$ cat src/design/bus_defs.svh
`ifndef BUS_DEFS_SVH
`define BUS_DEFS_SVH

// Byte address and data word widths
`define BUS_ADDR_W 12
`define BUS_DATA_W 32

// On-chip RAM size in words
`define RAM_DEPTH 1024

// Waitrequest cycles per transfer, 0 to 7
`define RAM_WAIT 2

`endif

$ cat src/design/bus_pkg.sv
`default_nettype none

`include "bus_defs.svh"

package bus_pkg;

  typedef logic [`BUS_ADDR_W-1:0] addr_t;    // Byte address
  typedef logic [`BUS_DATA_W-1:0] word_t;
  typedef logic [`BUS_DATA_W/8-1:0] byteen_t;  // One bit per byte lane

  // Crossbar grant
  typedef enum logic [1:0] {
    XBAR_IDLE,
    XBAR_INSTR,
    XBAR_DATA
  } xbar_state_t;

endpackage

`default_nettype wire

$ cat src/design/data_access.sv
`timescale 1ns/1ps
`default_nettype none

module data_access (
  input  wire logic             clk,
  input  wire logic             reset,
  input  wire logic             cmd_valid,
  input  wire logic             cmd_write,
  input  wire bus_pkg::addr_t   cmd_addr,
  input  wire bus_pkg::word_t   cmd_wdata,
  input  wire bus_pkg::byteen_t cmd_byteen,
  output logic                  cmd_ready,
  output logic                  rsp_valid,
  output bus_pkg::word_t        rsp_rdata,
  output bus_pkg::addr_t        data_address,
  output bus_pkg::byteen_t      data_byteenable,
  output logic                  data_read,
  output logic                  data_write,
  output bus_pkg::word_t        data_writedata,
  input  wire bus_pkg::word_t   data_readdata,
  input  wire logic             data_readdatavalid,
  input  wire logic             data_waitrequest
);
  import bus_pkg::*;

  typedef enum logic [1:0] {
    DA_IDLE,
    DA_REQ,
    DA_WAIT
  } da_state_t;

  da_state_t state;
  logic      cmd_take;
  logic      wr_done;
  logic      rd_done;

  assign cmd_take = (state == DA_IDLE) && cmd_valid && cmd_ready;
  assign wr_done = (state == DA_REQ) && data_write && !data_waitrequest;
  assign rd_done = (state == DA_WAIT) && data_readdatavalid;

  always_ff @(posedge clk) begin
    if (reset) begin
      state      <= DA_IDLE;
      cmd_ready  <= 1'b0;
      rsp_valid  <= 1'b0;
      data_read  <= 1'b0;
      data_write <= 1'b0;
    end else begin
      rsp_valid <= wr_done || rd_done;
      case (state)
        DA_IDLE: begin
          cmd_ready <= !cmd_take;
          if (cmd_take) begin
            data_read  <= !cmd_write;
            data_write <= cmd_write;
            state      <= DA_REQ;
          end
        end
        DA_REQ: begin
          if (!data_waitrequest) begin  // Accepted
            data_read  <= 1'b0;
            data_write <= 1'b0;
            cmd_ready  <= data_write;
            state      <= data_write ? DA_IDLE : DA_WAIT;
          end
        end
        default: begin
          if (data_readdatavalid) begin
            cmd_ready <= 1'b1;
            state     <= DA_IDLE;
          end
        end
      endcase
    end
  end

  always_ff @(posedge clk) begin
    if (cmd_take) begin
      data_address    <= cmd_addr;
      data_writedata  <= cmd_wdata;
      data_byteenable <= cmd_byteen;
    end
    if (wr_done) begin
      rsp_rdata <= '0;
    end else if (rd_done) begin
      rsp_rdata <= data_readdata;
    end
  end

endmodule

`default_nettype wire

$ cat config.mk
export PLATFORM = sky130hd
export DESIGN_NAME = data_access
export DESIGN_NICKNAME = d
export VERILOG_FILES = /design/src/design/bus_pkg.sv /design/src/design/data_access.sv
export VERILOG_INCLUDE_DIRS = /design/src /design/src/design
export SDC_FILE = /design/constraint.sdc
export NUM_CORES = 1
export LEC_CHECK = 0
export BUFFER_PORTS_ARGS = -buffer_cell sky130_fd_sc_hd__buf_2
export CORE_MARGIN = 5
export CORE_UTILIZATION = 30
export DETAILED_ROUTE_END_ITERATION = 16
export PLACE_DENSITY = 0.65
export SYNTH_ARGS = -nofsm -noshare
export SYNTH_HDL_FRONTEND = slang
export SYNTH_SLANG_ARGS = --single-unit
$ cat constraint.sdc
create_clock -name clk -period 3.1 [get_ports clk]
set_input_delay 0.62 -clock clk [delete_from_list [all_inputs] [get_ports clk]]
set_output_delay 0.62 -clock clk [all_outputs]
set_load 0.05 [all_outputs]
==> results.cfg <==
[clock_network]
cts-root-buf = clkbuf_8
clk_pin_slew_ns = 0.09
cts_buffer_depth = 2
post_cts_buffers = 0
cts_tree = done
htree_levels = 3
postCtsHoldBufs = 0
cts_buffers = 9
cts.sinks = 86
clkLatencyLatePin_ns = 0.35
cts_resized = 0

[sta]
hold_viol_final = 0
fin_worst_skew_ns = 0.0105
fin_crit_sh_pct = 53.9
tns_ns = 0
slew_viol_final = 0
min_period_ns = 1.67
worst_slew_pin_slew_ns = 0.603
max_freq_mhz = 598
rsz0062_at_grt = no
finalSetupViolCount = 0
max_slew_margin_pct = 59.8

[pwr]
pwr_density_cell_nw_per_um2 = 892
power_leakage_nw = 1.80
p_total_mw = 3.61
ir_drop_uv = 453

[synthesis]
synth_cell_type_count = 21
synth.area.top_cells = edfxtp_1 50%, dfxtp_1 27%, nand2_1 8.7%
synth_edf_count = 48
synth_area_sq_um = 2860
yosys_warnings = 0
yosys.area.top_type_share_pct = 50.4
ys_seq_area_share_pct = 77.0
yosys-top-cells-count = 66 x nand2_1, 48 x edfxtp_1, 38 x dfxtp_1
synth_fp_nets = 304
yosysTopAreaCell = edfxtp_1
postSynth.asyncResetShare_pct = 0
synth_flop_cell = edfxtp_1
syn_inst = 218
synth.most_common_cell = nand2_1
syn_area_per_cell_sq_um = 13.1
ys_ff_latch = 86

[finish]
multi_input_area_sq_um = 584
num_antenna_cells = 0
layout-drive-gt1-share_pct = 48.0
area_growth_pct = 41.4
nFillCells = 899
nNetsFinal = 477
register_area_sq_um = 2200

[routing]
num_vias = 2255
drt_iter0_markers = 98
routed_wl_um = 6970
ant_nets = 0
wire_per_inst_um = 13.3
dr.pass1.iters = 4
drc = 0
viasPerCell = 4.30

[floorplan]
die_h_um = 108
ioPinCount = 170
start_util_pct = 30.8
core_area_sq_um = 9280
rows = 35
fp.dieW_um = 108
dieArea_sq_um = 11600

[setup_path]
r2r_cells = 2
endpoint_kind = output pin
crit_path_cell_trace = buf_2
arrival_ns = 1.05
critPathKind = register to output pin
r2r-end = data_address[10]$_DFFE_PP_
worst-path-stages = 1
rrSetupSlack_ns = 1.52
worst-path-buf-inv = 1
crit_family = flip-flops
crit_path_max_incr_delay_ns = 0.41
crit_slowest_cell = dfxtp_1
r2r_start = state[0]$_SDFFE_PP0P_
cp-start-kind = register
critPathCapture = data_write
crit_fanout = 5
cp.required_ns = 2.48
cp-startpoint = data_write$_SDFFE_PP0P_

[global_routing]
grt_pass1_vias = 2144
grt_max_degree = 53
grt_pass1_wl_um = 10200
overflow = 0
antenna_found_initial = 0
grt_usage_pct = 11.4

[placed_design]
dp.final_hpwl_um = 5150
place_congestion = 0.700
io_buffers = 169

[hold_path]
hp-class = input pin to register

[flow_run]
maxCapViolations = 0

[status]
status = complete, no violations
## layout by cell type (no fill, tap or decap), types with 3 or more instances in the layout
master / count
clkbuf_8: 9
nand3b_1: 5
dfxtp_1: 38
edfxtp_1: 48
buf_2: 169
buf_4: 3
a21oi_1: 35
nand2_1: 66
## state kept, by name, indices dropped and copies added, names as in the netlist
register and flops:
rsp_rdata 32, data_writedata 32, data_write 1, cmd_ready 1, state 2, data_address 12
data_read 1, rsp_valid 1, data_byteenable 4
## per-stage QoR
stage	hold slack [ns]	std cells	instance area, sq um	utilization (%)	setup WS, ns
finish	0.444	525	4040	43.6	1.43
global route	0.408	525	4040	43.6	1.36
CTS	0.410	525	4040	43.6	1.39
detailed placement	0.445	509	3820	41.2	1.27
global placement	0.438	509	3820	41.2	1.30
floorplan	0.571	218	2860	-	1.12
## metal layers
| metal | global-route usage [%] | vias up | part of all wire, % |
|---|---|---|---|
| li1 | - | 1096 | - |
| met1 | 13.1 | 1029 | 40 |
| met2 | 18.7 | 122 | 46 |
| met3 | 5.76 | 8 | 13 |
| met4 | 3.52 | 0 | 1.2 |
| met5 | 0 | - | 0 |
## layout make-up
| class | instances | area share [%] |
|---|---|---|
| Tap cell | 129 | 3.99 |
| Timing Repair Buffer | 172 | 21.5 |
| Inverter | 2 | 0.186 |
| Multi-Input combinational cell | 120 | 14.4 |
| Clock inverter | 7 | 2.38 |
| Clock buffer | 9 | 3.06 |
| Sequential cell | 86 | 54.5 |
## power by group
part           switching, mW  leakage [nW]  internal [mW]
combinational          0.943         0.941          0.273
sequential            0.0952         0.758           1.43
clock                  0.407         0.104          0.457
total                   1.45          1.80           2.16
## kinds of logic (layout without fill, tap and decap cells)
logic type / count (synthesis) / after routing / synth area share, %
simple gates: 80 / 80 / 12.9
flops: 86 / 86 / 77.0
buf+inv: 12 / 190 / 2.58
compound gates: 40 / 40 / 7.57
## worst min path at each step
stage	startpoint	slack [ns]	endpoint	depth (start not counted)
after floorplan	state[0]$_SDFFE_PP0P_	0.57	state[0]$_SDFFE_PP0P_	1
after global placement	rsp_rdata[10]$_SDFFE_PP0P_	0.44	rsp_rdata[10]$_SDFFE_PP0P_	2
after detailed placement	rsp_rdata[26]$_SDFFE_PP0P_	0.44	rsp_rdata[26]$_SDFFE_PP0P_	2
after CTS	cmd_wdata[20]	0.41	data_writedata[20]$_DFFE_PP_	1
after global routing	cmd_wdata[30]	0.41	data_writedata[30]$_DFFE_PP_	1
final	cmd_wdata[23]	0.44	data_writedata[23]$_DFFE_PP_	1
No activity file was read; power rests on OpenSTA's default activity.
