## config.mk

```make
export PLATFORM = sky130hd
export DESIGN_NAME = instr_fetch
export DESIGN_NICKNAME = d
export VERILOG_FILES = /design/src/design/bus_pkg.sv /design/src/design/instr_fetch.sv
export VERILOG_INCLUDE_DIRS = /design/src /design/src/design
export SDC_FILE = /design/constraint.sdc
export NUM_CORES = 1
export LEC_CHECK = 0
export BUFFER_PORTS_ARGS = -buffer_cell sky130_fd_sc_hd__buf_2
export CORE_MARGIN = 5
export CORE_UTILIZATION = 30
export CTS_CLUSTER_DIAMETER = 200
export DETAILED_ROUTE_END_ITERATION = 6
export SYNTH_ARGS = -nofsm -noshare
export SYNTH_HDL_FRONTEND = slang
export SYNTH_SLANG_ARGS = --single-unit
```

## constraint.sdc

```tcl
create_clock -name clk -period 5 [get_ports clk]
set_input_delay 0 -clock clk [delete_from_list [all_inputs] [get_ports clk]]
set_output_delay 0 -clock clk [all_outputs]
set_load 0.005 [all_outputs]
```

## src/design/bus_defs.svh

```systemverilog
`ifndef BUS_DEFS_SVH
`define BUS_DEFS_SVH

// Byte address and data word widths
`define BUS_ADDR_W 12
`define BUS_DATA_W 32

// On-chip RAM size in words
`define RAM_DEPTH 1024

// Waitrequest cycles per transfer, 0 to 7
`define RAM_WAIT 2

`endif

```

## src/design/bus_pkg.sv

```systemverilog
`default_nettype none

`include "bus_defs.svh"

package bus_pkg;

  typedef logic [`BUS_ADDR_W-1:0] addr_t;    // Byte address
  typedef logic [`BUS_DATA_W-1:0] word_t;
  typedef logic [`BUS_DATA_W/8-1:0] byteen_t;  // One bit per byte lane

  // Crossbar grant
  typedef enum logic [1:0] {
    XBAR_IDLE,
    XBAR_INSTR,
    XBAR_DATA
  } xbar_state_t;

endpackage

`default_nettype wire

```

## src/design/instr_fetch.sv

```systemverilog
`timescale 1ns/1ps
`default_nettype none

module instr_fetch (
  input  wire logic            clk,
  input  wire logic            reset,
  input  wire logic            fetch_enable,
  input  wire bus_pkg::addr_t  start_pc,
  input  wire logic            fetch_ready,
  output logic                 fetch_valid,
  output bus_pkg::addr_t       fetch_pc,
  output bus_pkg::word_t       fetch_word,
  output bus_pkg::addr_t       instr_address,
  output logic                 instr_read,
  input  wire bus_pkg::word_t  instr_readdata,
  input  wire logic            instr_readdatavalid,
  input  wire logic            instr_waitrequest
);
  import bus_pkg::*;

  addr_t pc;
  logic  enable_q;
  logic  start_req;  // Restart requested while a read was in flight
  logic  pending;    // Read accepted, data not yet back
  logic  busy;
  logic  en_rise;
  logic  issue;

  assign en_rise = fetch_enable && !enable_q;
  assign busy = instr_read || pending;

  // One read at a time, only when the output slot is free next cycle
  assign issue = fetch_enable && !en_rise && !start_req && !busy &&
                 (!fetch_valid || fetch_ready);

  assign instr_address = pc;

  always_ff @(posedge clk) begin
    if (reset) begin
      enable_q    <= 1'b0;
      start_req   <= 1'b0;
      pending     <= 1'b0;
      instr_read  <= 1'b0;
      fetch_valid <= 1'b0;
    end else begin
      enable_q <= fetch_enable;

      if (en_rise || start_req) begin
        start_req <= busy;
      end

      if (issue) begin
        instr_read <= 1'b1;
      end else if (instr_read && !instr_waitrequest) begin
        instr_read <= 1'b0;
        pending    <= 1'b1;
      end else if (pending && instr_readdatavalid) begin
        pending <= 1'b0;
      end

      if (fetch_valid && fetch_ready) begin
        fetch_valid <= 1'b0;
      end
      if (pending && instr_readdatavalid) begin
        fetch_valid <= 1'b1;
      end
    end
  end

  always_ff @(posedge clk) begin
    if ((en_rise || start_req) && !busy) begin
      pc <= start_pc;
    end else if (pending && instr_readdatavalid) begin
      pc <= pc + addr_t'(4);  // Next sequential word
    end

    if (pending && instr_readdatavalid) begin
      fetch_pc   <= pc;
      fetch_word <= instr_readdata;
    end
  end

endmodule

`default_nettype wire

```

==> results.yml, run 1 <==
outcome:
  status: "finished, final reports clean"
placed_design:
  gp_congestion: 0.766
  place_ws_ps: 3250
  port_buffers: 107
  dpl-instance-area_um2: 2850
  dp.cells: 328
floorplanning:
  initial_core_util_pct: 30.7
  chipHeight_um: 95.9
  die_area_um2: 9200
  core_um2: 7210
  ios: 108
  die_x_um: 95.9
  rows: 31
sta:
  fmax_mhz: 567
  grt_setup_unrepaired: "false"
  setup_tns_ps: 0
  tightest_slew_ps: 532
  fin_skew_ps: 7.75
  finalCritPeriodShare_pct: 35.3
  hold_viol: 0
  worst_slack_ps: 3230
  layout_min_cycle_time_ps: 1770
  setup_viol: 0
  report.final.slew_viol_count: 0
  max_slew_margin_pct: 64.6
pwr:
  leakagePower_nw: 1.41
  powerDensity_nw_per_um2: 314
  ir_drop_uv: 141
detailed_routing:
  drtIter0Drc: 31
  wl_per_cell_um: 14.1
  via_count: 1674
  wirelength_um: 5490
  post-route-drc-count: 0
  vias_per_cell: 4.29
  drt_pass1_iterations: 4
  postRouteAntennaNets: 0
synthesis:
  ys_ff_latch: 61
  synthArstFlopShare_pct: 0
  yosysWarnings: 0
  synth_nets: 175
  ys_seq_area_share_pct: 80.5
  synth_area_um2: 2210
  syn_inst: 124
  yosysUniqueCellTypes: 29
  syn_avg_cell_area_um2: 17.9
  synth-edff-count: 56
  synth_top_flop_cell: "edfxtp_1"
clock_network:
  clkTransAtPathRegs_ps: 60
  cts_num_sinks: 61
  postCtsSetupBuffers: 0
  htree_levels: 3
  cts_tree: "yes"
  cts_root_buffer: "clkbuf_8"
  clock_latency_ps: 330
  cts_buffers: 9
  cts_buffer_depth: 2
  cts-resized-gates: 0
layout:
  area_growth_pct: 57.9
  layoutNonFillerInstCount: 390
  final_util_pct: 48.5
  drive_gt1_share_pct: 43.3
  fillers: 646
  final_cell_mix: "buf_2 (107), edfxtp_1 (56), dlygate4sd3_1 (46)"
  diodes: 0
  stdcell_area_um2: 3500
  nets: 337
  final_common_cell: "buf_2"
setup_path:
  worstSetupStartpointType: "flop"
  arrival_ps: 1850
  slowest_delay_ps: 340
  r2r_slack_ps: 3230
  end_kind: "flop"
  cp_cell_sequence: "or2_1 > a21o_1 > inv_1 > mux2_2"
  slowest_stage: "a21o_1"
  worst-path-max-fanout: 11
  cp.required_ps: 5080
  worstSetupPathType: "reg -> reg"
  cp-startpoint: "pending"
  r2r-start: "pending"
global_route:
  grtUsageTotal_pct: 12.0
  grt_max_degree: 45
  antenna_found_initial: 0
  grt_pass1_vias: 1718
  grt_pass1_wl_um: 8130
  gr-total-overflow: 0
min_path:
  min-delay-start: "start_pc[9]"
  min_path_type: "in -> reg"
flow_run:
  cap_violations: 0
-- Yosys cell counts (3+ instances only) --
cell | n | share of area [%]
o21ai_0 | 3 | 0.68
inv_1 | 5 | 0.85
a31oi_1 | 5 | 1.4
or3_1 | 3 | 0.85
dfxtp_1 | 5 | 4.5
mux2_4 | 3 | 2.0
nand3_1 | 3 | 0.68
nand2_1 | 6 | 1.0
edfxtp_1 | 56 | 76
a21oi_1 | 3 | 0.68
a211oi_1 | 6 | 2.0
-- stage by stage --
stage          total power (W)  hold slack [ps]
5_1_grt                0.00115             37.5
3_5_place_dp          0.000680              178
3_3_place_gp          0.000679              178
6_report               0.00110             42.0
2_1_floorplan         0.000639             69.1
4_1_cts                0.00112             25.2
-- kinds of logic after synthesis --
logic type | count (synthesis) | synth area share [%]
buffers and inverters | 8 | 2.09
adder cells (fa/ha/maj) | 1 | 0.565
AND/OR/NAND/NOR | 25 | 6.67
multiplexers | 4 | 2.54
AO/OA/AOI/OAI | 22 | 6.50
flip-flops | 61 | 80.5
XOR/XNOR | 3 | 1.19
-- final cells by class --
| class | instances | area (um^2) | share of cell area [%] |
|---|---|---|---|
| clock buffers | 11 | 131 | 3.76 |
| clock inverters | 5 | 51.3 | 1.47 |
| inverters | 5 | 18.8 | 0.537 |
| multi-input cells | 55 | 387 | 11.1 |
| flip-flops and latches | 61 | 1780 | 50.9 |
| well taps | 99 | 124 | 3.54 |
| repair buffers | 154 | 1000 | 28.7 |
-- metal layers --
| layer | vias up | GRT usage, % | wire length [um] |
|---|---|---|---|
| met5 | - | 0 | 0 |
| met4 | 0 | 4.27 | 74 |
| met2 | 100 | 20.9 | 2520 |
| met3 | 10 | 5.00 | 670 |
| met1 | 753 | 13.0 | 2220 |
| li1 | 811 | - | - |
-- sequential cells by signal, indices dropped and copies added, names as in the netlist --
signal / flops
fetch_word: 32
fetch_pc: 12
instr_address: 12
enable_q: 1
fetch_valid: 1
instr_read: 1
pending: 1
start_req: 1
-- power by group --
group	total (W)	internal, W	switching, W
combinational	0.000104	0.0000633	0.0000405
sequential	0.000592	0.000577	0.0000149
clock	0.000403	0.000227	0.000176
total	0.00110	0.000867	0.000232
-- critical path, delay by kind of cell, from the launching register on --
family                 cells  cell delay (ps)
flip-flops                 1              330
multiplexers               1              340
buffers and inverters      1              200
AND/OR/NAND/NOR            1              310
AO/OA/AOI/OAI              1              340
-- final timing paths --
check / end / depth (start not counted)
max: instr_address[3] / 4
min: instr_address[9] / 3
max reg2reg: instr_address[3] / 4
min reg2reg: fetch_pc[1] / 0
-- what timing repair did --
action                                  in CTS  in global routing
hold endpoints to repair                    44                  0
hold buffers                                46                  0
endpoints found under the setup margin       0                  0
(Power assumes the default switching activity.)
==> inputs of run 2 (changes only) <==
==> constraint.sdc (replaced) <==
create_clock -name clk -period 1.7 [get_ports clk]
set_input_delay 0 -clock clk [delete_from_list [all_inputs] [get_ports clk]]
set_output_delay 0 -clock clk [all_outputs]
set_load 0.005 [all_outputs]
==> run 2 against run 1 <==
Wire length up 0.80%. Critical path depth stayed put. Highest routed layer unchanged. First-iteration DRC count up 32%. Clock skew decreased by 2.9 ps. Design area increased by 2.2%. Non-clock buffer count is 5 higher. Total power increased to 3.1 times the previous value. Count of clock-buffer cells in the layout shrank 2. Global-route usage decreased by 0.080 points. Combinational power grew to 3.2 times the previous value. Register-to-register slack worse by 3100 ps. Worst hold slack worse by 17 ps.
==> results.yml, run 2 (same netlist as run 1, synthesis figures left out) <==
placed_design:
  dpl-instance-area_um2: 2910
  hpwl_um: 3950
  port_buffers: 107
  dp.cells: 334
  gp_congestion: 0.800
clock_network:
  postCtsSetupBuffers: 0
  clkTransAtPathRegs_ps: 70
  cts_root_buffer: "clkbuf_8"
  clock_latency_ps: 320
  cts-resized-gates: 0
  cts_buffer_depth: 2
  cts_hold_buf: 45
  cts_num_sinks: 61
  cts_tree: "yes"
  htree_levels: 3
  cts_buffers: 9
pwr:
  total_power_w: 0.00343
  powerDensity_nw_per_um2: 959
  ir_drop_uv: 329
  leakagePower_nw: 1.44
sta:
  setup_tns_ps: 0
  layout_min_cycle_time_ps: 1570
  grt_setup_unrepaired: "false"
  fmax_mhz: 637
  fin_skew_ps: 4.86
  max_slew_margin_pct: 75.6
  setup_viol: 0
  hold_viol: 0
  report.final.slew_viol_count: 0
  finalCritPeriodShare_pct: 92.4
  tightest_slew_ps: 364
floorplanning:
  die_x_um: 95.9
  core_um2: 7210
  ios: 108
  initial_core_util_pct: 30.7
  rows: 31
  die_area_um2: 9200
  chipHeight_um: 95.9
detailed_routing:
  wirelength_um: 5530
  postRouteAntennaNets: 0
  wl_per_cell_um: 14.0
  drtIter0Drc: 41
  post-route-drc-count: 0
  vias_per_cell: 4.23
  drt_pass1_iterations: 4
  via_count: 1668
layout:
  stdcell_area_um2: 3570
  final_common_cell: "buf_2"
  area_growth_pct: 61.4
  diodes: 0
  final_cell_mix: "buf_2 (107), edfxtp_1 (56), dlygate4sd3_1 (45)"
  final_util_pct: 49.5
  largest_reg_flops: 32
  nets: 342
  drive_gt1_share_pct: 45.4
  layoutNonFillerInstCount: 394
  largest_register: "fetch_word"
global_route:
  grt_pass1_wl_um: 8000
  grtUsageTotal_pct: 11.9
  antenna_found_initial: 0
  gr-total-overflow: 0
  grt_max_degree: 45
  grt_pass1_vias: 1630
setup_path:
  worst-path-max-fanout: 7
  arrival_ps: 1650
  end_kind: "flop"
  worstSetupPathType: "reg -> reg"
  worstSetupStartpointType: "flop"
  cp.required_ps: 1780
min_path:
  min_path_type: "in -> reg"
flow_run:
  cap_violations: 0
outcome:
  status: "finished, final reports clean"
-- run 2: metrics by stage --
step / hold slack, ps / setup WS [ps]
6_report: 24.6 / 129
5_1_grt: 36.2 / 59.6
4_1_cts: 13.0 / 129
3_5_place_dp: 178 / 135
3_3_place_gp: 177 / 160
2_1_floorplan: 69.1 / 10.2
-- run 2: power breakdown --
group | internal, W | switching (W) | total, W
logic | 0.000201 | 0.000131 | 0.000333
clock network | 0.000816 | 0.000546 | 0.00136
registers | 0.00170 | 0.0000381 | 0.00173
-- run 2: final cells by class --
type	instances	area (um^2)
Sequential cell	61	1780
Inverter	5	18.8
Tap cell	99	124
Clock inverter	6	88.8
Clock buffer	9	124
Fill cell	628	3640
Multi-Input combinational cell	55	387
Timing Repair Buffer	159	1050
-- run 2: final timing paths --
kind                            depth (start not counted)  slack, ps                 from          endpoint
worst max-delay path                                    4        130              pending  instr_address[3]
worst min register to register                          0        460     instr_address[0]       fetch_pc[0]
worst min-delay path                                    3         20  instr_readdatavalid       fetch_valid
worst max register to register                          4        130              pending  instr_address[3]
-- run 2: worst max-delay path, cell delays in order (launching register included) --
cell and delay, ps:
dfxtp_1 330, or2_1 240, a21o_1 250, inv_1 160, mux2_2 350
-- run 2: per-layer routing --
layer  vias up  track usage, %  wire [um]
met4         0            4.98         55
li1        820               -          -
met1       753            13.8       2310
met3         6            4.61        622
met5         -               0          0
met2        89            19.6       2540
==> inputs of run 3 (changes only) <==
--- a/config.mk
+++ b/config.mk
@@ -7,10 +7,12 @@
 export NUM_CORES = 1
 export LEC_CHECK = 0
 export BUFFER_PORTS_ARGS = -buffer_cell sky130_fd_sc_hd__buf_2
+export CORE_ASPECT_RATIO = 1.5
 export CORE_MARGIN = 5
-export CORE_UTILIZATION = 30
+export CORE_UTILIZATION = 40
 export CTS_CLUSTER_DIAMETER = 200
 export DETAILED_ROUTE_END_ITERATION = 6
+export PLACE_DENSITY = 0.71
 export SYNTH_ARGS = -nofsm -noshare
 export SYNTH_HDL_FRONTEND = slang
 export SYNTH_SLANG_ARGS = --single-unit
==> run 3 against run 2 <==
Critical endpoint unchanged. Design area is 1.6% lower. Non-clock buffer count stayed put. First-iteration DRC count is 37% higher. Clock power is 11% lower. Largest power group unchanged. Worst hold slack worse by 9.4 ps. Clock skew is 3.5 ps higher.
==> results.yml, run 3 (same netlist as run 1, synthesis figures left out) <==
detailed_routing:
  top_layer_used: "met4"
  wl_met1_um: 2120
  wl_per_cell_um: 16.3
  drtIter0Drc: 56
  via_count: 1752
  drt_pass1_iterations: 5
  met2_length_um: 3210
  post-route-drc-count: 0
  postRouteAntennaNets: 0
  vias_per_cell: 4.79
  wirelength_um: 5970
  route.met3.wl_um: 621
pwr:
  switching_share_pct: 21.7
  combPwrFrac_pct: 10.4
  p_int_w: 0.00257
  powerDensity_nw_per_um2: 933
  ir_drop_uv: 466
  pwr-share-seq_pct: 52.8
  leakagePower_nw: 1.44
  clkPwrFrac_pct: 36.8
  switchingPower_w: 0.000712
min_path:
  min_path_type: "in -> reg"
  min-delay-start: "start_pc[2]"
clock_network:
  cts_buffers: 9
  htree_levels: 3
  cts_buffer_depth: 2
  clock_latency_ps: 330
  postCtsSetupBuffers: 0
  clkTransAtPathRegs_ps: 60
  cts_num_sinks: 61
  cts_root_buffer: "clkbuf_8"
  cts-resized-gates: 0
  cts_tree: "yes"
  cts_hold_buf: 45
global_route:
  grt_pass1_vias: 1804
  grtUsageTotal_pct: 17.1
  gr-total-overflow: 0
  grt_pass1_wl_um: 9230
  grt_max_degree: 45
  antenna_found_initial: 0
placed_design:
  dp.cells: 305
  gp_congestion: 0.840
  port_buffers: 107
  dpl-instance-area_um2: 2880
  hpwl_um: 3840
setup_path:
  arrival_ps: 1660
  r2r-start: "pending"
  worst-path-max-fanout: 8
  slowest_delay_ps: 350
  slowest_stage: "mux2_2"
  cp_cell_sequence: "or2_1 > a21o_1 > inv_1 > mux2_2"
  end_kind: "flop"
  cp.required_ps: 1780
  worstSetupPathType: "reg -> reg"
  cp-startpoint: "pending"
  worstSetupStartpointType: "flop"
sta:
  setup_tns_ps: 0
  grt_setup_unrepaired: "false"
  fin_skew_ps: 8.32
  setup_viol: 0
  max_slew_margin_pct: 69.0
  finalCritPeriodShare_pct: 93.2
  tightest_slew_ps: 463
  report.final.slew_viol_count: 0
  layout_min_cycle_time_ps: 1580
  fmax_mhz: 631
  holdWs_ps: 15.2
  hold_viol: 0
floorplanning:
  chipHeight_um: 101
  initial_core_util_pct: 40.9
  die_area_um2: 7160
  core_um2: 5410
  ios: 108
  die_x_um: 70.8
  rows: 33
layout:
  largest_reg_flops: 32
  final_common_cell: "buf_2"
  final_util_pct: 65.0
  area_growth_pct: 58.8
  nets: 342
  drive_gt1_share_pct: 45.3
  largest_register: "fetch_word"
  final_cell_mix: "buf_2 (107), edfxtp_1 (56), dlygate4sd3_1 (45)"
  diodes: 0
  layoutNonFillerInstCount: 366
  stdcell_area_um2: 3520
outcome:
  status: "finished, final reports clean"
flow_run:
  cap_violations: 0
run 3: changes by cell type in the layout (fill, tap and decap cells not counted), sizes merged:
cell,before,now
bufinv,2,1
clkinv,3,4
clkbuf,9,10
run 3: stage by stage:
stage / total power, W / worst slack, ps
4_1_cts: 0.00332 / 116
5_1_grt: 0.00342 / 39.1
2_1_floorplan: 0.00188 / 10.2
3_5_place_dp: 0.00202 / 124
3_3_place_gp: 0.00201 / 157
6_report: 0.00328 / 116
run 3: area by class of cell:
cell class | count | area [um^2]
well taps | 70 | 87.6
repair buffers | 159 | 1050
flip-flops and latches | 61 | 1780
fillers | 399 | 1890
inverters | 5 | 18.8
multi-input cells | 55 | 387
clock inverters | 6 | 63.8
clock buffers | 10 | 128
run 3: final timing paths:
path,end,slack [ps],depth (start not counted)
worst max-delay path,instr_address[3],120,4
worst min-delay path,instr_address[2],20,3
worst max register to register,instr_address[3],120,4
worst min register to register,fetch_pc[0],460,0
run 3: critical path: cells and delay by family (launching register included):
kind | cells | cell delay (ps)
muxes | 1 | 350
DFF | 1 | 330
AOI/OAI and AO/OA | 1 | 250
and+or+nand+nor | 1 | 240
buffers and inverters | 1 | 170
run 3: power groups by stage:
stage | clock network [W] | logic [W] | registers, W
after floorplan | 0 | 0.000113 | 0.00177
after global placement | 0 | 0.000250 | 0.00176
after detailed placement | 0 | 0.000257 | 0.00177
after CTS | 0.00125 | 0.000337 | 0.00173
after global routing | 0.00131 | 0.000371 | 0.00174
final | 0.00121 | 0.000340 | 0.00173
run 3: routing by layer:
| layer | up-vias | track usage [%] |
|---|---|---|
| met4 | 0 | 5.21 |
| met2 | 115 | 31.9 |
| met3 | 6 | 6.55 |
| met5 | - | 0 |
| li1 | 823 | - |
| met1 | 808 | 17.5 |
