===== config.mk =====
export PLATFORM = sky130hd
export DESIGN_NAME = bus_crossbar
export DESIGN_NICKNAME = d
export VERILOG_FILES = /design/src/design/bus_pkg.sv /design/src/design/bus_crossbar.sv
export VERILOG_INCLUDE_DIRS = /design/src /design/src/design
export SDC_FILE = /design/constraint.sdc
export NUM_CORES = 1
export LEC_CHECK = 0
export BUFFER_PORTS_ARGS = -buffer_cell sky130_fd_sc_hd__buf_2
export CAP_MARGIN = 5
export CORE_AREA = 2 2 85 87
export CTS_BUF_LIST = sky130_fd_sc_hd__clkbuf_4
export DETAILED_ROUTE_END_ITERATION = 7
export DIE_AREA = 0 0 87 89
export GPL_ROUTABILITY_DRIVEN = 0
export PLACE_DENSITY = 0.67
export SETUP_SLACK_MARGIN = 0.3
export SYNTH_ARGS = -nofsm -noshare
export SYNTH_HDL_FRONTEND = slang
export SYNTH_SLANG_ARGS = --single-unit
export TNS_END_PERCENT = 1

===== constraint.sdc =====
create_clock -name clk -period 3.9 [get_ports clk]
set_input_delay 0.78 -clock clk [delete_from_list [all_inputs] [get_ports clk]]
set_output_delay 0.78 -clock clk [all_outputs]
set_load 0.01 [all_outputs]

===== src/design/bus_defs.svh =====
`ifndef BUS_DEFS_SVH
`define BUS_DEFS_SVH

// Byte address and data word widths
`define BUS_ADDR_W 12
`define BUS_DATA_W 32

// On-chip RAM size in words
`define RAM_DEPTH 1024

// Waitrequest cycles per transfer, 0 to 7
`define RAM_WAIT 2

`endif


===== src/design/bus_pkg.sv =====
`default_nettype none

`include "bus_defs.svh"

package bus_pkg;

  typedef logic [`BUS_ADDR_W-1:0] addr_t;    // Byte address
  typedef logic [`BUS_DATA_W-1:0] word_t;
  typedef logic [`BUS_DATA_W/8-1:0] byteen_t;  // One bit per byte lane

  // Crossbar grant
  typedef enum logic [1:0] {
    XBAR_IDLE,
    XBAR_INSTR,
    XBAR_DATA
  } xbar_state_t;

endpackage

`default_nettype wire


===== src/design/bus_crossbar.sv =====
`timescale 1ns/1ps
`default_nettype none

module bus_crossbar (
  input  wire logic             clk,
  input  wire logic             reset,
  input  wire bus_pkg::addr_t   instr_address,
  input  wire logic             instr_read,
  output bus_pkg::word_t        instr_readdata,
  output logic                  instr_readdatavalid,
  output logic                  instr_waitrequest,
  input  wire bus_pkg::addr_t   data_address,
  input  wire bus_pkg::byteen_t data_byteenable,
  input  wire logic             data_read,
  input  wire logic             data_write,
  input  wire bus_pkg::word_t   data_writedata,
  output bus_pkg::word_t        data_readdata,
  output logic                  data_readdatavalid,
  output logic                  data_waitrequest,
  output bus_pkg::addr_t        mem_address,
  output bus_pkg::byteen_t      mem_byteenable,
  output logic                  mem_read,
  output logic                  mem_write,
  output bus_pkg::word_t        mem_writedata,
  input  wire bus_pkg::word_t   mem_readdata,
  input  wire logic             mem_readdatavalid,
  input  wire logic             mem_waitrequest
);
  import bus_pkg::*;

  xbar_state_t state;
  logic        rd_pending;  // Read accepted, data still to come
  logic        instr_req;
  logic        data_req;
  logic        granted_req;

  assign instr_req = instr_read;
  assign data_req = data_read || data_write;
  assign granted_req = (state == XBAR_DATA) ? data_req : instr_req;

  always_ff @(posedge clk) begin
    if (reset) begin
      state      <= XBAR_IDLE;
      rd_pending <= 1'b0;
    end else begin
      if (mem_read && !mem_waitrequest) begin
        rd_pending <= 1'b1;
      end else if (mem_readdatavalid) begin
        rd_pending <= 1'b0;
      end

      if (state == XBAR_IDLE) begin
        if (data_req) state <= XBAR_DATA;  // Data side wins
        else if (instr_req) state <= XBAR_INSTR;
      end else if ((mem_write && !mem_waitrequest) || mem_readdatavalid) begin
        state <= XBAR_IDLE;
      end else if (!granted_req && !rd_pending) begin
        state <= XBAR_IDLE;
      end
    end
  end

  always_comb begin
    mem_address         = '0;
    mem_byteenable      = '0;
    mem_read            = 1'b0;
    mem_write           = 1'b0;
    mem_writedata       = '0;
    instr_readdata      = '0;
    instr_readdatavalid = 1'b0;
    instr_waitrequest   = instr_req;  // Stall while not granted
    data_readdata       = '0;
    data_readdatavalid  = 1'b0;
    data_waitrequest    = data_req;
    case (state)
      XBAR_INSTR: begin
        mem_address         = instr_address;
        mem_byteenable      = '1;
        mem_read            = instr_read;
        instr_readdata      = mem_readdata;
        instr_readdatavalid = mem_readdatavalid;
        instr_waitrequest   = mem_waitrequest;
      end
      XBAR_DATA: begin
        mem_address        = data_address;
        mem_byteenable     = data_byteenable;
        mem_read           = data_read;
        mem_write          = data_write;
        mem_writedata      = data_writedata;
        data_readdata      = mem_readdata;
        data_readdatavalid = mem_readdatavalid;
        data_waitrequest   = mem_waitrequest;
      end
      default: ;
    endcase
  end

endmodule

`default_nettype wire


==> results.sh, run 1 <==
export IMPL_post_cts_resized=0
export IMPL_p_seq_share_pct=10.0
export IMPL_syn_area_per_cell_um2=6.52
export IMPL_whs_ps=557
export IMPL_p_int_mw=0.196
export IMPL_netlist_instances=174
export IMPL_peakVddDrop_v=0.000195
export IMPL_critical_path_buf_inv_count=3
export IMPL_synth_area_leader_cell="and2_1"
export IMPL_std_cell_rows=30
export IMPL_critPathRequiredTime_ps=3120
export IMPL_core_mm2=0.00672
export IMPL_total_leakage_power_nw=1.45
export IMPL_yosys_top_cells_area="and2_1 (54%), nor2b_1 (9.4%), a22oi_1 (8.6%)"
export IMPL_postCtsSetupRepairBufs=0
export IMPL_nets=484
export IMPL_critPathCaptureType="primary output"
export IMPL_wl_per_cell_um=12.5
export IMPL_worst_slack_ps=1010
export IMPL_p_sw_mw=0.141
export IMPL_cts_tree="built"
export IMPL_crit_chain="inv_1 -> ha_2 -> buf_4 -> a22oi_1 -> nor2b_1 -> buf_2"
export IMPL_cp_slowest_stage_delay_ps=480
export IMPL_startpoint_type="flop"
export IMPL_wl_um=5750
export IMPL_cts_root_buf="clkbuf_4"
export IMPL_die_w_um=87
export IMPL_cts_htree_levels=1
export IMPL_dp_hpwl_um=4670
export IMPL_post_place_ws_ps=1210
export IMPL_die_area_mm2=0.00774
export IMPL_ys_seq_elements=3
export IMPL_period_minus_slack_ps=2890
export IMPL_cp_slowest_cell="buf_4"
export IMPL_firstDrtPassIters=4
export IMPL_first_iter_violations=62
export IMPL_synth_nets=276
export IMPL_synth_cell_types=21
export IMPL_drv_cap=0
export IMPL_powerDensity_mw_per_mm2=147
export IMPL_syn_to_final_growth_pct=102
export IMPL_utilization_pct=34.2
export IMPL_syn_area_mm2=0.00113
export IMPL_tns_ps=0
export IMPL_worst_slew_pin_slew_ps=619
export IMPL_fin_crit_sh_pct=74.2
export IMPL_slew_headroom_pct=58.7
export IMPL_final_hold_viol_count=0
export IMPL_worstSetupPathType="flop to primary output"
export IMPL_power_frac_clock_pct=18.7
export IMPL_crit_arrival_ps=2110
export IMPL_portBuffers=216
export IMPL_slew_viol_final=0
export IMPL_n_antenna_cell=0
export IMPL_synth_top_area_share_pct=54.0
export IMPL_cts_buffers=3
export IMPL_fmax_mhz=346
export IMPL_grt_pass1_vias=1617
export IMPL_critPathTopFamily="buffers and inverters"
export IMPL_cts_hold_buffers=0
export IMPL_hp_class="flop to flop"
export IMPL_grtUsageTotal_pct=12.4
export IMPL_yosysWarningCount=0
export IMPL_viasPerCell=4.15
export IMPL_clock_latency_ps=240
export IMPL_status="completed"
export IMPL_path_clk_slew_ps=40
export IMPL_nFillCells=759
export IMPL_drive_above_1_share_pct=59.6
export IMPL_drc_errors=0
export IMPL_antenna_found_initial=0
export IMPL_vias=1913
export IMPL_power_mw=0.338
export IMPL_finalSetupViolCount=0
export IMPL_ioPinCount=217
export IMPL_netSwitchingFraction_pct=41.9
export IMPL_start_util_pct=16.9
export IMPL_clk_path_buf_depth=2
export IMPL_ant_nets=0
export IMPL_finalClockSkew_ps=1.18
export IMPL_rsz0062_at_grt="false"
export IMPL_p_comb_share_pct=71.3
export IMPL_grt_pass1_wl_um=7870
export IMPL_clock_sinks=3
export IMPL_crit_fanout=56
export IMPL_die_h_um=89
export IMPL_grt_overflow=0
export IMPL_synth_seq_area_share_pct=5.29
export IMPL_grt_max_degree=57
[cell usage in the layout (no fill, tap or decap), drive strengths merged]
| master | count |
|---|---|
| a2bb2oi | 1 |
| a32oi | 1 |
| nor3 | 2 |
| o2111ai | 1 |
| nor2b | 17 |
| a31oi | 1 |
| buf | 218 |
| nor2 | 3 |
| and2 | 99 |
| a22oi | 13 |
| a211oi | 1 |
| o31ai | 1 |
| nand2 | 1 |
| mux2 | 1 |
| a21oi | 5 |
| dfxtp | 3 |
| ha | 3 |
| clkbuf | 4 |
| inv | 5 |
| o21ai | 1 |
[power groups by stage]
stage	clock network (mW)	registers, mW	logic [mW]
final	0.0631	0.0336	0.241
after global routing	0.0693	0.0337	0.267
after CTS	0.0648	0.0336	0.244
after detailed placement	0	0.0341	0.243
after global placement	0	0.0339	0.239
after floorplan	0	0.0338	0.123
[cells in the mapped netlist]
cell       instances
a211oi_2           1
a21oi_1            5
a22oi_1           13
a2bb2oi_1          1
a31oi_1            1
a32oi_1            1
and2_1            98
and2_4             1
buf_2             10
clkbuf_1           5
dfxtp_1            3
ha_1               3
inv_1              5
mux2_2             1
nand2_1            1
nor2_1             3
nor2b_1           17
nor3_1             2
o2111ai_1          1
o21ai_0            1
o31ai_2            1
[path summary, 6_finish.rpt]
| kind | startpoint | endpoint | slack (ps) | cells after the start |
|---|---|---|---|---|
| min reg2reg | state[1] | state[1] | 560 | 2 |
| max reg2reg | state[0] | state[0] | 1820 | 7 |
| min | state[1] | state[1] | 560 | 2 |
| max | state[0] | mem_read | 1010 | 6 |
[state kept, by name, summed over array words and instances, names as in the netlist]
signal / flops
rd_pending: 1
state: 2
[cells by family after synthesis]
family | after synthesis | share of synthesized area (%)
AND/OR/NAND/NOR | 122 | 66.4
AO/OA/AOI/OAI | 25 | 16.3
buffers and inverters | 20 | 7.72
adder cells (fa/ha/maj) | 3 | 3.31
flip-flops | 3 | 5.29
multiplexers | 1 | 0.992
[metrics by stage]
stage          instances  area (µm²)
4_1_cts              461        2290
2_1_floorplan        174        1130
3_3_place_gp         457        2260
3_5_place_dp         457        2260
5_1_grt              461        2290
6_report             461        2290
[worst min-delay path, stage by stage, from the launching register on]
cell	delay (ps)
dfxtp_1	350
a32oi_1	100
nor2_1	70
[routing by layer]
metal / vias up / global-route usage (%) / wire, µm
li1: 966 / - / -
met1: 848 / 16.0 / 2390
met2: 99 / 22.8 / 2900
met3: 0 / 2.22 / 458
met4: 0 / 0 / 0
met5: - / 0 / 0
[final cells by class]
type | instances | area, µm² | share of cell area [%]
timing repair buffer | 218 | 1100 | 47.8
multi-input combinational | 151 | 990 | 43.1
tap | 80 | 100 | 4.36
sequential | 3 | 60.1 | 2.62
clock buffer | 4 | 30.0 | 1.31
inverter | 5 | 18.8 | 0.818
No activity file was read; power rests on OpenSTA's default activity.
==> inputs of run 2 (changes only) <==
--- a/config.mk
+++ b/config.mk
@@ -6,14 +6,15 @@
 export SDC_FILE = /design/constraint.sdc
 export NUM_CORES = 1
 export LEC_CHECK = 0
+export ABC_AREA = 1
 export BUFFER_PORTS_ARGS = -buffer_cell sky130_fd_sc_hd__buf_2
 export CAP_MARGIN = 5
-export CORE_AREA = 2 2 85 87
+export CORE_AREA = 2 2 84 86
 export CTS_BUF_LIST = sky130_fd_sc_hd__clkbuf_4
 export DETAILED_ROUTE_END_ITERATION = 7
-export DIE_AREA = 0 0 87 89
+export DIE_AREA = 0 0 86 88
 export GPL_ROUTABILITY_DRIVEN = 0
-export PLACE_DENSITY = 0.67
+export PLACE_DENSITY = 0.7
 export SETUP_SLACK_MARGIN = 0.3
 export SYNTH_ARGS = -nofsm -noshare
 export SYNTH_HDL_FRONTEND = slang
==> constraint.sdc (replaced) <==
create_clock -name clk -period 3 [get_ports clk]
set_input_delay 0.6 -clock clk [delete_from_list [all_inputs] [get_ports clk]]
set_output_delay 0.6 -clock clk [all_outputs]
set_load 0.01 [all_outputs]
==> results.sh, run 2 <==
export IMPL_syn_to_final_growth_pct=92.0
export IMPL_slew_viol_final=0
export IMPL_synth_cell_types=18
export IMPL_finalClockSkew_ps=1.52
export IMPL_peakVddDrop_v=0.000193
export IMPL_grt_max_degree=53
export IMPL_fmax_mhz=410
export IMPL_finalSetupViolCount=0
export IMPL_yosys_top_cells_area="nand2_1 (41%), inv_1 (32%), a21oi_1 (7.5%)"
export IMPL_yosys_top_cells_count="nand2_1 (139), inv_1 (108), a21oi_1 (19), buf_2 (12)"
export IMPL_die_h_um=88
export IMPL_std_cell_rows=30
export IMPL_wl_per_cell_um=9.22
export IMPL_first_iter_violations=72
export IMPL_clock_sinks=3
export IMPL_powerDensity_mw_per_mm2=216
export IMPL_synth_most_common_cell="nand2_1"
export IMPL_drv_cap=0
export IMPL_worst_slew_pin_slew_ps=499
export IMPL_layout_commonest_cell="buf_2"
export IMPL_worstSetupPathType="flop to primary output"
export IMPL_yosysWarningCount=0
export IMPL_drive_above_1_share_pct=44.8
export IMPL_viasPerCell=3.90
export IMPL_fin_crit_sh_pct=81.3
export IMPL_cts_tree="built"
export IMPL_cts_htree_levels=1
export IMPL_crit_fanout=17
export IMPL_n_antenna_cell=0
export IMPL_total_leakage_power_nw=2.25
export IMPL_largestRegisters="state: 2 flops, rd_pending: 1 flops"
export IMPL_async_reset_ff_share_pct=0
export IMPL_core_mm2=0.00664
export IMPL_clk_path_buf_depth=2
export IMPL_ys_flop_type="dfxtp_1"
export IMPL_startpoint_type="flop"
export IMPL_antenna_found_initial=0
export IMPL_portBuffers=216
export IMPL_tns_ps=0
export IMPL_status="completed"
export IMPL_die_area_mm2=0.00757
export IMPL_dp_hpwl_um=4630
export IMPL_layout_common_cells="buf_2 (216), nand2_1 (139), inv_1 (108)"
export IMPL_period_minus_slack_ps=2440
export IMPL_ys_seq_elements=3
export IMPL_critPathRequiredTime_ps=2400
export IMPL_synth_seq_area_share_pct=4.75
export IMPL_rsz0062_at_grt="false"
export IMPL_largest_register="state"
export IMPL_path_clk_slew_ps=40
export IMPL_vias=2299
export IMPL_synth_edf_count=0
export IMPL_netlist_instances=301
export IMPL_slew_headroom_pct=66.5
export IMPL_post_cts_resized=0
export IMPL_utilization_pct=36.6
export IMPL_ant_nets=0
export IMPL_postCtsSetupRepairBufs=0
export IMPL_clock_latency_ps=240
export IMPL_cts_hold_buffers=0
export IMPL_critPathCaptureType="primary output"
export IMPL_cts_buffers=3
export IMPL_synth_area_leader_cell="nand2_1"
export IMPL_largest_reg_flops=2
export IMPL_wl_um=5430
export IMPL_grt_pass1_vias=1835
export IMPL_start_util_pct=19.0
export IMPL_grt_overflow=0
export IMPL_drc_errors=0
export IMPL_final_hold_viol_count=0
export IMPL_syn_area_mm2=0.00126
export IMPL_nets=612
export IMPL_synth_nets=403
export IMPL_firstDrtPassIters=4
export IMPL_grtUsageTotal_pct=12.2
export IMPL_ioPinCount=217
export IMPL_synth_top_area_share_pct=41.2
export IMPL_crit_arrival_ps=1840
export IMPL_die_w_um=86
export IMPL_cts_root_buf="clkbuf_4"
export IMPL_syn_area_per_cell_um2=4.20
export IMPL_hp_class="flop to flop"
export IMPL_grt_pass1_wl_um=7730
[run 2: changes by cell type in the layout (fill, tap and decap cells not counted), moves of 2 or more]
cell / previous run / this run
a21oi_1: 5 / 19
a22oi_1: 13 / 0
and2_1: 98 / 0
inv_1: 5 / 108
inv_2: 0 / 2
nand2_1: 1 / 139
nand3_1: 0 / 2
nor2b_1: 17 / 0
nor3_1: 2 / 0
[run 2: worst paths after layout]
kind | start | end | slack, ps | cells after the start
min | rd_pending | rd_pending | 470 | 2
max | state[0] | mem_byteenable[2] | 560 | 5
min reg2reg | rd_pending | rd_pending | 470 | 2
max reg2reg | state[0] | state[1] | 1380 | 10
[run 2: cell families after synthesis]
logic type | synth area share [%]
AO/OA/AOI/OAI | 9.50
buffers and inverters | 38.9
adder cells (fa/ha/maj) | 2.97
AND/OR/NAND/NOR | 43.9
flip-flops | 4.75
[run 2: metrics by stage]
step	hold WS (ps)	instances	setup WS, ps	total power [mW]	cell area [µm²]
final	467	589	562	0.524	2430
after global routing	496	589	339	0.582	2430
after CTS	470	589	495	0.532	2430
after detailed placement	464	585	755	0.448	2400
after global placement	460	585	855	0.440	2400
after floorplan	437	301	1150	0.261	1260
[run 2: cell type report]
type                    instances  area (µm²)
clock buffers                   4        30.0
fillers                       741        4220
inverters                     111         417
multi-input cells             172         718
flip-flops and latches          3        60.1
well taps                      80         100
repair buffers                219        1100
[run 2: layer usage]
metal	GRT usage (%)	share of wire, %	up-vias
li1	-	-	1223
met1	13.6	39	966
met2	24.2	52	104
met5	0	0	-
met4	2.02	0.59	0
met3	2.07	8.3	6
[run 2: worst max-delay path, cell delays in order, from the launching register on]
cell and delay [ps]:
dfxtp_1 330, inv_1 80, ha_1 300, clkinv_1 410
a21oi_1 300, buf_2 170
[run 2: power breakdown]
| group | internal, mW | switching [mW] |
|---|---|---|
| Combinational | 0.161 | 0.237 |
| Clock | 0.0589 | 0.0219 |
| Sequential | 0.0431 | 0.00200 |
| Total | 0.263 | 0.261 |
==> inputs of run 3 (changes only) <==
--- a/config.mk
+++ b/config.mk
@@ -6,15 +6,15 @@
 export SDC_FILE = /design/constraint.sdc
 export NUM_CORES = 1
 export LEC_CHECK = 0
-export ABC_AREA = 1
+export ABC_AREA = 0
 export BUFFER_PORTS_ARGS = -buffer_cell sky130_fd_sc_hd__buf_2
 export CAP_MARGIN = 5
-export CORE_AREA = 2 2 84 86
+export CORE_AREA = 2 2 85 87
 export CTS_BUF_LIST = sky130_fd_sc_hd__clkbuf_4
 export DETAILED_ROUTE_END_ITERATION = 7
-export DIE_AREA = 0 0 86 88
+export DIE_AREA = 0 0 87 89
 export GPL_ROUTABILITY_DRIVEN = 0
-export PLACE_DENSITY = 0.7
+export PLACE_DENSITY = 0.67
 export SETUP_SLACK_MARGIN = 0.3
 export SYNTH_ARGS = -nofsm -noshare
 export SYNTH_HDL_FRONTEND = slang
==> constraint.sdc (replaced) <==
create_clock -name clk -period 2.4 [get_ports clk]
set_input_delay 0.48 -clock clk [delete_from_list [all_inputs] [get_ports clk]]
set_output_delay 0.48 -clock clk [all_outputs]
set_load 0.01 [all_outputs]
==> results.sh, run 3 (same netlist as run 1, synthesis figures left out) <==
export IMPL_die_h_um=89
export IMPL_grt_pass1_vias=1591
export IMPL_largest_register="state"
export IMPL_clock_latency_ps=240
export IMPL_grt_max_degree=34
export IMPL_finalClockSkew_ps=6.18
export IMPL_post_cts_resized=3
export IMPL_wl_per_cell_um=11.9
export IMPL_critPathRequiredTime_ps=1920
export IMPL_antenna_found_initial=0
export IMPL_p_comb_share_pct=72.2
export IMPL_postCtsSetupRepairBufs=0
export IMPL_status="completed"
export IMPL_crit_chain="inv_2 -> ha_2 -> buf_12 -> buf_8 -> and2_1 -> buf_2"
export IMPL_cp_slowest_stage_delay_ps=400
export IMPL_slew_headroom_pct=83.9
export IMPL_power_frac_clock_pct=18.1
export IMPL_nets=487
export IMPL_die_area_mm2=0.00774
export IMPL_start_util_pct=16.9
export IMPL_layout_cells_non_filler=464
export IMPL_die_w_um=87
export IMPL_p_sw_mw=0.233
export IMPL_portBuffers=216
export IMPL_fmax_mhz=486
export IMPL_std_cell_rows=30
export IMPL_whs_ps=455
export IMPL_drv_cap=0
export IMPL_rsz0062_at_grt="true"
export IMPL_hp_class="primary input to flop"
export IMPL_powerDensity_mw_per_mm2=241
export IMPL_drive_above_1_share_pct=60.7
export IMPL_critPathCaptureType="primary output"
export IMPL_clock_sinks=3
export IMPL_fin_crit_sh_pct=85.7
export IMPL_worst_slew_pin_slew_ps=241
export IMPL_first_iter_violations=50
export IMPL_cp_slowest_cell="dfxtp_1"
export IMPL_cts_root_buf="clkbuf_4"
export IMPL_peakVddDrop_v=0.000193
export IMPL_layout_commonest_cell="buf_2"
export IMPL_cts_buffers=3
export IMPL_ioPinCount=217
export IMPL_largestRegisters="state: 2 flops, rd_pending: 1 flops"
export IMPL_p_seq_share_pct=9.7
export IMPL_vias=1925
export IMPL_startpoint_type="flop"
export IMPL_period_minus_slack_ps=2060
export IMPL_total_leakage_power_nw=1.48
export IMPL_firstDrtPassIters=4
export IMPL_worst_slack_ps=343
export IMPL_cts_htree_levels=1
export IMPL_crit_arrival_ps=1580
export IMPL_dp_hpwl_um=4610
export IMPL_path_clk_slew_ps=40
export IMPL_utilization_pct=35.3
export IMPL_grtUsageTotal_pct=11.7
export IMPL_cts_tree="built"
export IMPL_grt_overflow=0
export IMPL_finalSetupViolCount=0
export IMPL_grt_pass1_wl_um=7530
export IMPL_core_mm2=0.00672
export IMPL_cts_hold_buffers=0
export IMPL_dp_cells=460
export IMPL_largest_reg_flops=2
export IMPL_wl_um=5540
export IMPL_syn_to_final_growth_pct=109
export IMPL_netSwitchingFraction_pct=40.9
export IMPL_n_antenna_cell=0
export IMPL_final_hold_viol_count=0
export IMPL_ant_nets=0
export IMPL_clk_path_buf_depth=2
export IMPL_tns_ps=0
export IMPL_crit_fanout=30
export IMPL_worstSetupPathType="flop to primary output"
export IMPL_p_int_mw=0.338
export IMPL_post_place_ws_ps=453
export IMPL_layout_common_cells="buf_2 (216), and2_1 (98), nor2b_1 (17)"
export IMPL_slew_viol_final=0
export IMPL_viasPerCell=4.15
export IMPL_drc_errors=0
## run 3: metrics by stage
step,area (µm²),power [mW]
floorplan,1130,0.255
global placement,2290,0.444
detailed placement,2290,0.451
CTS,2330,0.561
global route,2370,0.618
finish,2370,0.571
## run 3: layout make-up
class,instances,area (µm²)
fill,713,4350
timing repair buffer,221,1150
multi-input combinational,151,1010
tap,80,100
sequential,3,60.1
clock buffer,4,30.0
inverter,5,18.8
## run 3: worst max-delay path, delay by kind of cell (launching register included)
| kind | cells | cell delay [ps] |
|---|---|---|
| buffers and inverters | 4 | 550 |
| flip-flops | 1 | 400 |
| adder cells (fa/ha/maj) | 1 | 220 |
| AND/OR/NAND/NOR | 1 | 150 |
## run 3: worst paths after layout
path / slack (ps) / to / cells past startpoint / startpoint
worst max-delay path: 340 / mem_writedata[18] / 6 / state[0]
worst min-delay path: 460 / rd_pending / 2 / reset
worst max register to register: 760 / state[0] / 7 / state[0]
worst min register to register: 590 / state[0] / 2 / state[0]
## run 3: per-layer routing
layer,global-route usage (%),share of wire [%]
met1,15.0,40
met2,21.9,51
met3,1.11,8.8
met4,1.14,0.25
met5,0,0
## run 3: power by group through the flow
stage / registers [mW] / clock network [mW] / logic (mW)
2_1_floorplan: 0.0549 / 0 / 0.200
3_3_place_gp: 0.0552 / 0 / 0.389
3_5_place_dp: 0.0557 / 0 / 0.396
4_1_cts: 0.0548 / 0.105 / 0.401
5_1_grt: 0.0554 / 0.108 / 0.454
6_report: 0.0551 / 0.104 / 0.412
